$ cat config.mk
export PLATFORM = sky130hd
export DESIGN_NAME = periph_system
export DESIGN_NICKNAME = d
export VERILOG_FILES = /design/src/verilog/bus_pkg.sv /design/src/verilog/periph_pkg.sv /design/src/verilog/reg_bus_if.sv /design/src/verilog/bus_decode.sv /design/src/verilog/gpio.sv /design/src/verilog/periph_system.sv /design/src/verilog/pwm.sv /design/src/verilog/timer.sv
export SDC_FILE = /design/constraint.sdc
export NUM_CORES = 1
export LEC_CHECK = 0
export BUFFER_PORTS_ARGS = -buffer_cell sky130_fd_sc_hd__buf_4
export CAP_MARGIN = 20
export CORE_MARGIN = 3
export CORE_UTILIZATION = 35
export CTS_CLUSTER_SIZE = 10
export DETAILED_ROUTE_END_ITERATION = 6
export GPL_ROUTABILITY_DRIVEN = 0
export SLEW_MARGIN = 10
export SYNTH_ARGS = -nofsm -noshare
export SYNTH_HDL_FRONTEND = slang
export SYNTH_SLANG_ARGS = --single-unit
export TNS_END_PERCENT = 30
$ cat constraint.sdc
create_clock -name clk_sys_i -period 5.6 [get_ports clk_sys_i]
set_clock_uncertainty 0.2 [all_clocks]
set_input_delay 1.12 -clock clk_sys_i [delete_from_list [all_inputs] [get_ports clk_sys_i]]
set_output_delay 1.12 -clock clk_sys_i [all_outputs]
set_load 0.03 [all_outputs]
$ cat src/verilog/bus_pkg.sv
// Bus widths, device list and address map shared by the decoder, the devices and the top level.
package bus_pkg;

  //////////////////////////////////////////////////
  // Bus widths.
  //////////////////////////////////////////////////

  parameter int unsigned BusAddrWidth  = 32;
  parameter int unsigned BusDataWidth  = 32;
  parameter int unsigned BusByteEnable = 4;
  parameter int unsigned RegAddrWidth  = 8;

  typedef logic [BusAddrWidth-1:0]  bus_addr_t;
  typedef logic [BusDataWidth-1:0]  bus_data_t;
  typedef logic [BusByteEnable-1:0] bus_be_t;
  typedef logic [RegAddrWidth-1:0]  reg_addr_t;

  //////////////////////////////////////////////////
  // Devices and address map.
  //////////////////////////////////////////////////

  // NoDevice marks an address outside every page.
  typedef enum logic [1:0] {
    Gpio,
    Pwm,
    Timer,
    NoDevice
  } bus_device_e;

  parameter int NrDevices = 3;

  parameter bus_addr_t GpioBase  = 32'h8000_0000;
  parameter bus_addr_t PwmBase   = 32'h8000_1000;
  parameter bus_addr_t TimerBase = 32'h8000_2000;

  // One 4 KiB page per device.
  parameter bus_addr_t DevAddrMask = 32'hFFFF_F000;

endpackage

$ cat src/verilog/periph_pkg.sv
// Register offsets and reset values of the peripheral devices, used by the devices and the testbench.
package periph_pkg;

  //////////////////////////////////////////////////
  // GPIO registers.
  //////////////////////////////////////////////////

  parameter bus_pkg::reg_addr_t GpioOutOffset = 8'h00;
  parameter bus_pkg::reg_addr_t GpioInOffset  = 8'h04;

  //////////////////////////////////////////////////
  // PWM channels.
  //////////////////////////////////////////////////

  // Width of duty, period and channel counter.
  parameter int unsigned PwmCtrSize = 8;

  //////////////////////////////////////////////////
  // Machine timer.
  //////////////////////////////////////////////////

  parameter int unsigned TimerWidth = 64;

  parameter bus_pkg::reg_addr_t TimerMtimeLo = 8'h00;
  parameter bus_pkg::reg_addr_t TimerMtimeHi = 8'h04;
  parameter bus_pkg::reg_addr_t TimerCmpLo   = 8'h08;
  parameter bus_pkg::reg_addr_t TimerCmpHi   = 8'h0C;

  // Compare at all ones keeps the interrupt quiet out of reset.
  parameter logic [TimerWidth-1:0] TimerMtimeReset = '0;
  parameter logic [TimerWidth-1:0] TimerCmpReset   = '1;

endpackage

$ cat src/verilog/reg_bus_if.sv
// Register bus link from the address decoder to one device, with host and device views.
`timescale 1ns/100ps

interface reg_bus_if;
  import bus_pkg::*;

  // Request side.
  logic      req;
  logic      we;
  reg_addr_t addr;
  bus_be_t   be;
  bus_data_t wdata;

  // Response side, one cycle after req.
  logic      rvalid;
  bus_data_t rdata;
  logic      err;

  modport host (
    output req, we, addr, be, wdata,
    input  rvalid, rdata, err
  );

  modport device (
    input  req, we, addr, be, wdata,
    output rvalid, rdata, err
  );

endinterface

$ cat src/verilog/bus_decode.sv
// Address decoder between the bus host and the devices; steers requests by page, muxes responses.
`timescale 1ns/100ps

module bus_decode (
  input  logic                clk_sys_i,
  input  logic                rst_i,

  // Host side.
  input  logic                req_i,
  input  logic                we_i,
  input  bus_pkg::bus_addr_t  addr_i,
  input  bus_pkg::bus_be_t    be_i,
  input  bus_pkg::bus_data_t  wdata_i,
  output logic                rvalid_o,
  output bus_pkg::bus_data_t  rdata_o,
  output logic                err_o,

  // Device links.
  reg_bus_if.host             dev_bus [bus_pkg::NrDevices]
);
  import bus_pkg::*;

  bus_device_e sel_dev;
  bus_device_e sel_dev_q;
  logic        miss_q;

  logic        dev_rvalid [NrDevices];
  bus_data_t   dev_rdata  [NrDevices];
  logic        dev_err    [NrDevices];

  //////////////////////////////////////////////////
  // Request path.
  //////////////////////////////////////////////////

  always_comb begin
    sel_dev = NoDevice;
    if ((addr_i & DevAddrMask) == GpioBase) begin
      sel_dev = Gpio;
    end else if ((addr_i & DevAddrMask) == PwmBase) begin
      sel_dev = Pwm;
    end else if ((addr_i & DevAddrMask) == TimerBase) begin
      sel_dev = Timer;
    end
  end

  for (genvar i = 0; i < NrDevices; i++) begin : gen_dev_link
    assign dev_bus[i].req   = req_i && (sel_dev == bus_device_e'(i));
    assign dev_bus[i].we    = we_i;
    assign dev_bus[i].addr  = addr_i[RegAddrWidth-1:0];
    assign dev_bus[i].be    = be_i;
    assign dev_bus[i].wdata = wdata_i;

    assign dev_rvalid[i] = dev_bus[i].rvalid;
    assign dev_rdata[i]  = dev_bus[i].rdata;
    assign dev_err[i]    = dev_bus[i].err;
  end

  //////////////////////////////////////////////////
  // Response path.
  //////////////////////////////////////////////////

  // Target of the request now waiting for its answer.
  always_ff @(posedge clk_sys_i) begin
    if (rst_i) begin
      sel_dev_q <= NoDevice;
      miss_q    <= 1'b0;
    end else begin
      sel_dev_q <= sel_dev;
      miss_q    <= req_i && (sel_dev == NoDevice);
    end
  end

  always_comb begin
    rvalid_o = 1'b0;
    rdata_o  = '0;
    err_o    = 1'b0;
    // Unmapped page answers here with an error.
    if (sel_dev_q == NoDevice) begin
      rvalid_o = miss_q;
      err_o    = miss_q;
    end
    for (int i = 0; i < NrDevices; i++) begin
      if (sel_dev_q == bus_device_e'(i)) begin
        rvalid_o = dev_rvalid[i];
        rdata_o  = dev_rdata[i];
        err_o    = dev_err[i];
      end
    end
  end

endmodule

$ cat src/verilog/gpio.sv
// GPIO device with a byte-writable output register and synchronised, readable inputs.
`timescale 1ns/100ps

module gpio #(
  parameter int unsigned GpiWidth = 8,
  parameter int unsigned GpoWidth = 16
) (
  input  logic                clk_sys_i,
  input  logic                rst_i,

  reg_bus_if.device           bus,

  input  logic [GpiWidth-1:0] gp_i,
  output logic [GpoWidth-1:0] gp_o
);
  import bus_pkg::*;
  import periph_pkg::*;

  logic [GpiWidth-1:0] gp_sync1;
  logic [GpiWidth-1:0] gp_sync2;
  bus_data_t           rd_val;
  logic                rvalid_q;
  bus_data_t           rdata_q;

  // Two-flop synchroniser for the input pins.
  always_ff @(posedge clk_sys_i) begin
    gp_sync1 <= gp_i;
    gp_sync2 <= gp_sync1;
  end

  always_ff @(posedge clk_sys_i) begin
    if (rst_i) begin
      gp_o <= '0;
    end else if (bus.req && bus.we && (bus.addr == GpioOutOffset)) begin
      for (int i = 0; i < GpoWidth; i++) begin
        if (bus.be[i/8]) begin
          gp_o[i] <= bus.wdata[i];
        end
      end
    end
  end

  // Reads only; writes answer with zero.
  always_comb begin
    rd_val = '0;
    if (!bus.we) begin
      case (bus.addr)
        GpioOutOffset: rd_val[GpoWidth-1:0] = gp_o;
        GpioInOffset:  rd_val[GpiWidth-1:0] = gp_sync2;
        default:       rd_val = '0;
      endcase
    end
  end

  always_ff @(posedge clk_sys_i) begin
    if (rst_i) begin
      rvalid_q <= 1'b0;
    end else begin
      rvalid_q <= bus.req;
    end
  end

  always_ff @(posedge clk_sys_i) begin
    rdata_q <= rd_val;
  end

  assign bus.rvalid = rvalid_q;
  assign bus.rdata  = rdata_q;
  assign bus.err    = 1'b0;

endmodule

$ cat src/verilog/periph_system.sv
// Peripheral subsystem top level; the host bus pins reach GPIO, PWM and timer through the decoder.
`timescale 1ns/100ps

module periph_system #(
  parameter int unsigned GpiWidth = 8,
  parameter int unsigned GpoWidth = 16,
  parameter int unsigned PwmWidth = 4
) (
  input  logic                clk_sys_i,
  input  logic                rst_i,

  // Host bus.
  input  logic                bus_req_i,
  input  logic                bus_we_i,
  input  bus_pkg::bus_addr_t  bus_addr_i,
  input  bus_pkg::bus_be_t    bus_be_i,
  input  bus_pkg::bus_data_t  bus_wdata_i,
  output logic                bus_rvalid_o,
  output bus_pkg::bus_data_t  bus_rdata_o,
  output logic                bus_err_o,

  // Pins.
  input  logic [GpiWidth-1:0] gp_i,
  output logic [GpoWidth-1:0] gp_o,
  output logic [PwmWidth-1:0] pwm_o,
  output logic                timer_irq_o
);
  import bus_pkg::*;

  // One link per device.
  reg_bus_if dev_bus [NrDevices] ();

  bus_decode u_bus_decode (
    .clk_sys_i (clk_sys_i),
    .rst_i     (rst_i),
    .req_i     (bus_req_i),
    .we_i      (bus_we_i),
    .addr_i    (bus_addr_i),
    .be_i      (bus_be_i),
    .wdata_i   (bus_wdata_i),
    .rvalid_o  (bus_rvalid_o),
    .rdata_o   (bus_rdata_o),
    .err_o     (bus_err_o),
    .dev_bus   (dev_bus)
  );

  gpio #(
    .GpiWidth ( GpiWidth ),
    .GpoWidth ( GpoWidth )
  ) u_gpio (
    .clk_sys_i (clk_sys_i),
    .rst_i     (rst_i),
    .bus       (dev_bus[Gpio]),
    .gp_i      (gp_i),
    .gp_o      (gp_o)
  );

  pwm #(
    .PwmWidth ( PwmWidth )
  ) u_pwm (
    .clk_sys_i (clk_sys_i),
    .rst_i     (rst_i),
    .bus       (dev_bus[Pwm]),
    .pwm_o     (pwm_o)
  );

  timer u_timer (
    .clk_sys_i   (clk_sys_i),
    .rst_i       (rst_i),
    .bus         (dev_bus[Timer]),
    .timer_irq_o (timer_irq_o)
  );

endmodule

$ cat src/verilog/pwm.sv
// Bank of PWM channels, each with a duty and period register and a free-running counter.
`timescale 1ns/100ps

module pwm #(
  parameter int unsigned PwmWidth = 4
) (
  input  logic                clk_sys_i,
  input  logic                rst_i,

  reg_bus_if.device           bus,

  output logic [PwmWidth-1:0] pwm_o
);
  import bus_pkg::*;
  import periph_pkg::*;

  logic [PwmCtrSize-1:0]   duty_q   [PwmWidth];
  logic [PwmCtrSize-1:0]   period_q [PwmWidth];
  logic [PwmCtrSize-1:0]   ctr_q    [PwmWidth];
  logic [RegAddrWidth-3:0] chan_idx;
  bus_data_t               rd_val;
  logic                    rvalid_q;
  bus_data_t               rdata_q;

  // One word per channel.
  assign chan_idx = bus.addr[RegAddrWidth-1:2];

  //////////////////////////////////////////////////
  // Channel registers.
  //////////////////////////////////////////////////

  always_ff @(posedge clk_sys_i) begin
    if (rst_i) begin
      duty_q   <= '{default: '0};
      period_q <= '{default: '0};
    end else if (bus.req && bus.we) begin
      for (int n = 0; n < PwmWidth; n++) begin
        if (chan_idx == (RegAddrWidth-2)'(n)) begin
          if (bus.be[0]) begin
            duty_q[n] <= bus.wdata[0 +: PwmCtrSize];
          end
          if (bus.be[1]) begin
            period_q[n] <= bus.wdata[8 +: PwmCtrSize];
          end
        end
      end
    end
  end

  //////////////////////////////////////////////////
  // Counters and outputs.
  //////////////////////////////////////////////////

  // Counter wraps after reaching period; output follows one cycle later.
  always_ff @(posedge clk_sys_i) begin
    if (rst_i) begin
      ctr_q <= '{default: '0};
      pwm_o <= '0;
    end else begin
      for (int n = 0; n < PwmWidth; n++) begin
        ctr_q[n] <= (ctr_q[n] >= period_q[n]) ? '0 : ctr_q[n] + 1'b1;
        pwm_o[n] <= (ctr_q[n] < duty_q[n]);
      end
    end
  end

  always_comb begin
    rd_val = '0;
    if (!bus.we) begin
      for (int n = 0; n < PwmWidth; n++) begin
        if (chan_idx == (RegAddrWidth-2)'(n)) begin
          rd_val[0 +: PwmCtrSize] = duty_q[n];
          rd_val[8 +: PwmCtrSize] = period_q[n];
        end
      end
    end
  end

  always_ff @(posedge clk_sys_i) begin
    if (rst_i) begin
      rvalid_q <= 1'b0;
    end else begin
      rvalid_q <= bus.req;
    end
  end

  always_ff @(posedge clk_sys_i) begin
    rdata_q <= rd_val;
  end

  assign bus.rvalid = rvalid_q;
  assign bus.rdata  = rdata_q;
  assign bus.err    = 1'b0;

endmodule

$ cat src/verilog/timer.sv
// Machine timer with a 64-bit counter, a compare register and a level interrupt.
`timescale 1ns/100ps

module timer (
  input  logic      clk_sys_i,
  input  logic      rst_i,

  reg_bus_if.device bus,

  output logic      timer_irq_o
);
  import bus_pkg::*;
  import periph_pkg::*;

  logic [TimerWidth-1:0] mtime_q;
  logic [TimerWidth-1:0] mtimecmp_q;
  logic                  addr_bad;
  logic                  wr_en;
  bus_data_t             rd_val;
  logic                  rvalid_q;
  logic                  err_q;
  bus_data_t             rdata_q;

  // Merge write data into a word under byte enables.
  function automatic bus_data_t apply_be(bus_data_t old_val, bus_data_t new_val, bus_be_t be);
    bus_data_t merged;
    merged = old_val;
    for (int b = 0; b < BusByteEnable; b++) begin
      if (be[b]) begin
        merged[b*8 +: 8] = new_val[b*8 +: 8];
      end
    end
    return merged;
  endfunction

  assign addr_bad = (bus.addr > TimerCmpHi);
  assign wr_en    = bus.req && bus.we && !addr_bad;

  //////////////////////////////////////////////////
  // Counter and compare.
  //////////////////////////////////////////////////

  // A written half replaces the running count for that cycle.
  always_ff @(posedge clk_sys_i) begin
    if (rst_i) begin
      mtime_q    <= TimerMtimeReset;
      mtimecmp_q <= TimerCmpReset;
    end else begin
      mtime_q <= mtime_q + 1'b1;
      if (wr_en) begin
        case (bus.addr)
          TimerMtimeLo: mtime_q[31:0]     <= apply_be(mtime_q[31:0], bus.wdata, bus.be);
          TimerMtimeHi: mtime_q[63:32]    <= apply_be(mtime_q[63:32], bus.wdata, bus.be);
          TimerCmpLo:   mtimecmp_q[31:0]  <= apply_be(mtimecmp_q[31:0], bus.wdata, bus.be);
          TimerCmpHi:   mtimecmp_q[63:32] <= apply_be(mtimecmp_q[63:32], bus.wdata, bus.be);
          default: ;
        endcase
      end
    end
  end

  always_ff @(posedge clk_sys_i) begin
    if (rst_i) begin
      timer_irq_o <= 1'b0;
    end else begin
      timer_irq_o <= (mtime_q >= mtimecmp_q);
    end
  end

  //////////////////////////////////////////////////
  // Bus response.
  //////////////////////////////////////////////////

  always_comb begin
    rd_val = '0;
    if (!bus.we) begin
      case (bus.addr)
        TimerMtimeLo: rd_val = mtime_q[31:0];
        TimerMtimeHi: rd_val = mtime_q[63:32];
        TimerCmpLo:   rd_val = mtimecmp_q[31:0];
        TimerCmpHi:   rd_val = mtimecmp_q[63:32];
        default:      rd_val = '0;
      endcase
    end
  end

  always_ff @(posedge clk_sys_i) begin
    if (rst_i) begin
      rvalid_q <= 1'b0;
      err_q    <= 1'b0;
    end else begin
      rvalid_q <= bus.req;
      err_q    <= bus.req && addr_bad;
    end
  end

  always_ff @(posedge clk_sys_i) begin
    rdata_q <= rd_val;
  end

  assign bus.rvalid = rvalid_q;
  assign bus.rdata  = rdata_q;
  assign bus.err    = err_q;

endmodule

==> metrics <==
sequential fraction of the synthesis area=39.1%; routed vias=15400; Cell Chain, Critical Path=buf_4 -> nor4_2 -> o2111ai_1 -> nor4_2 -> nand2_1 -> nor2_1 -> a22oi_1 -> a21oi_1; Min-Delay Path Class=reg2reg; syn_nets=2247; required time worst endpoint=5.89 ns; slowest CP cell=nor4_2; Post-CTS Setup Repair Bufs=0; Worst Hold Depth=0; gate count after technology mapping=2038; starting density of the core=35.5%; fin cells=2733; Clock Sinks=332; minimum clock period=4.37 ns; Startpoint Class=input port; first-pass GRT wire length=84.4 mm; TritonRoute pass-1 iters=7; Worst R2R Setup Slack=1.98 ns; Setup violations, final=0; Hold WS=0.123 ns; die area=0.0512 mm2; RSZ-0062 raised after global routing=no; Row Count=80; Nets=2312; PwrDens=251 mW/mm2; reg2reg path depth=7; max-slew violations=0; VDD IR-drop max=0.000200 V; Crit path largest cell delay=0.73 ns; pin count of the biggest net entering global routing=69; GRT Resource Usage Total=20.9%; largest cells by area after synthesis=dfxtp_1 39%, ha_1 9.5%, mux2i_1 5.5%; clk_lat worst skew=0.57 ns; Placeable Area=0.0478 mm2; crit path kind=in2reg; placed cells=2676; layout cells sized above 1=10.4%; Netlist cell types=65; initial antenna violation count=3; Slew @ Worst Pin=1.04 ns; Root Driver=clkbuf_16; Chip Width=226 um; initial DRC count=1471; Async SR Flop Fraction=0%; Crit. End Element=register; Avg Vias per Cell=5.62; post-CTS sizing=0; hold_buf cts=0; CP delay by family, top=simple AND/OR/NAND/NOR gates; total wire length=54.0 mm; CP arrival=4.66 ns; number of synthesized flops with an enable pin=0; Routed Antenna Nets=0; reg2reg end=u_timer.mtime_q[63]$_SDFFE_PP0P_; Crit path top cell by count=nor4_2; CTS Buf Count=40; crit path launch=bus_addr_i[5]; Synth warnings=0; min-delay src=u_gpio.gp_sync1[1]$_DFF_P_; H-tree levels=2; clock buffer depth=3; Static Leak=8.26 nW; CTS tree=yes; Hold Fails Final Rpt=0; main flop type after synthesis=dfxtp_1; cell taking the most area after synthesis=dfxtp_1; Buf/Inv on CP=1; Worst Hold Path EP=u_gpio.gp_sync2[1]$_DFF_P_; FF+latch count, synth=332; vias in the first global route=15100; Slew headroom=30.3%; Residual DRC=3; final worst path period share=78.1%; die height=226 um; Yosys top cell area share=39.1%; wire per inst=19.8 um; setup TNS after final layout=0 ns; failing checks=design-rule violations; MaxCap Viol Count=0; Area Growth Syn to Fin=15.0%; global route overflow=0; HPWL Detailed=38.2 mm; run status=finished, violations left; Mapped Avg Cell Area=8.33 um2; Peak Freq=229 MHz; fin util=40.8%; worst r2r src=u_timer.mtime_q[2]$_SDFFE_PP0P_; Clock Pin Slew Worst Setup and Hold Paths=0.06 ns; crit path max fanout=19; Port-buffer cells=130; # IOs=135; Post-Syn Area=0.0170 mm2
==> registers in the layout (all words and copies together) (netlist names), 2 cells and up <==
signal and flops:
u_timer.mtime_q 64, u_gpio.gp_o 16, u_gpio.gp_sync1 8, u_gpio.bus.rdata 16
u_pwm.ctr_q 32, u_timer.mtimecmp_q 64, u_pwm.bus.rdata 16, u_pwm.duty_q 32
u_timer.bus.rdata 32, u_pwm.pwm_o 4, u_bus_decode.sel_dev_q 2, u_gpio.gp_sync2 8
u_pwm.period_q 32
==> area by class of cell <==
type	count	area, um2
antenna	1	2.50
clock buffer	52	1080
clock inverter	4	50.0
fill	4806	28300
inverter	142	533
multi-input combinational	1440	9350
sequential	332	6650
tap	615	769
timing repair buffer	147	1100
==> cells in the mapped netlist (12+ instances only) <==
cell      count
buf_1        12
o21ai_0      63
nor2_1      191
a22oi_1      28
a211oi_1     21
ha_1        129
a222oi_1     32
and3_1       25
nand4_1      36
nand2_1     239
nor3_1       28
clkbuf_1    101
a21o_1       25
nand3_1      76
dfxtp_1     332
a21oi_1     125
o21ai_1      16
a31oi_1      29
and2_1       37
inv_1       142
nor4_1       19
xor2_1       17
mux2i_1      94
or3_1        16
o211ai_1     74
==> layer usage <==
metal	global-route usage (%)	up-vias	routed length [um]
met5	0	-	11
met4	8.25	2	2040
met3	2.80	119	3060
met2	35.8	522	26100
met1	26.6	7333	22800
li1	-	7392	-
==> worst max-delay path by stage <==
stage                                             to  cells past startpoint
detailed placement  u_timer.mtime_q[60]$_SDFFE_PP0P_                      8
global route        u_timer.mtime_q[34]$_SDFFE_PP0P_                      8
global placement    u_timer.mtime_q[60]$_SDFFE_PP0P_                      8
finish              u_timer.mtime_q[34]$_SDFFE_PP0P_                      8
floorplan            u_pwm.period_q[18]$_SDFFE_PP0P_                      9
CTS                                  bus_rdata_o[14]                      5
==> power by group <==
group | switching (mW) | total [mW] | internal [mW]
sequential | 0.00565 | 2.38 | 2.37
combinational | 0.113 | 0.166 | 0.0534
clock | 1.02 | 2.35 | 1.34
total | 1.13 | 4.90 | 3.76
==> per-stage QoR <==
stage | cell area [um2] | worst slack [ns] | power, mW
final | 19500 | 1.23 | 4.90
after CTS | 19500 | 1.36 | 4.96
after floorplan | 17000 | 2.13 | 2.50
after global placement | 18400 | 0.891 | 2.59
after detailed placement | 18400 | 0.808 | 2.59
after global routing | 19500 | 1.11 | 5.05
==> layout by cell type, fill, tap and decap left out, types with 11 or more instances in the layout <==
cell type / instances
xor2_1: 17
nor3_1: 27
a222oi_1: 32
a31oi_1: 29
o21ai_0: 63
a22oi_1: 28
nor4_1: 16
a21oi_1: 125
nand2_1: 239
and3_1: 25
nor2_1: 191
a21o_1: 25
o21ai_1: 16
or3_1: 16
ha_1: 129
mux2i_1: 94
a211oi_1: 21
and2_1: 36
buf_4: 147
inv_1: 141
o211ai_1: 74
clkbuf_16: 40
dfxtp_1: 332
nand3_1: 76
nand2b_1: 11
nand4_1: 36
==> cell families after synthesis <==
family                   after synthesis  share of synthesized area, %
AO/OA/AOI/OAI                        463                          18.0
XOR/XNOR                              24                          1.24
adder cells (fa/ha/maj)              129                          9.50
buffers and inverters                266                          5.96
flip-flops                           332                          39.1
multiplexers                          98                          5.87
AND/OR/NAND/NOR                      726                          20.3
Power figures use the tool's default switching activity.
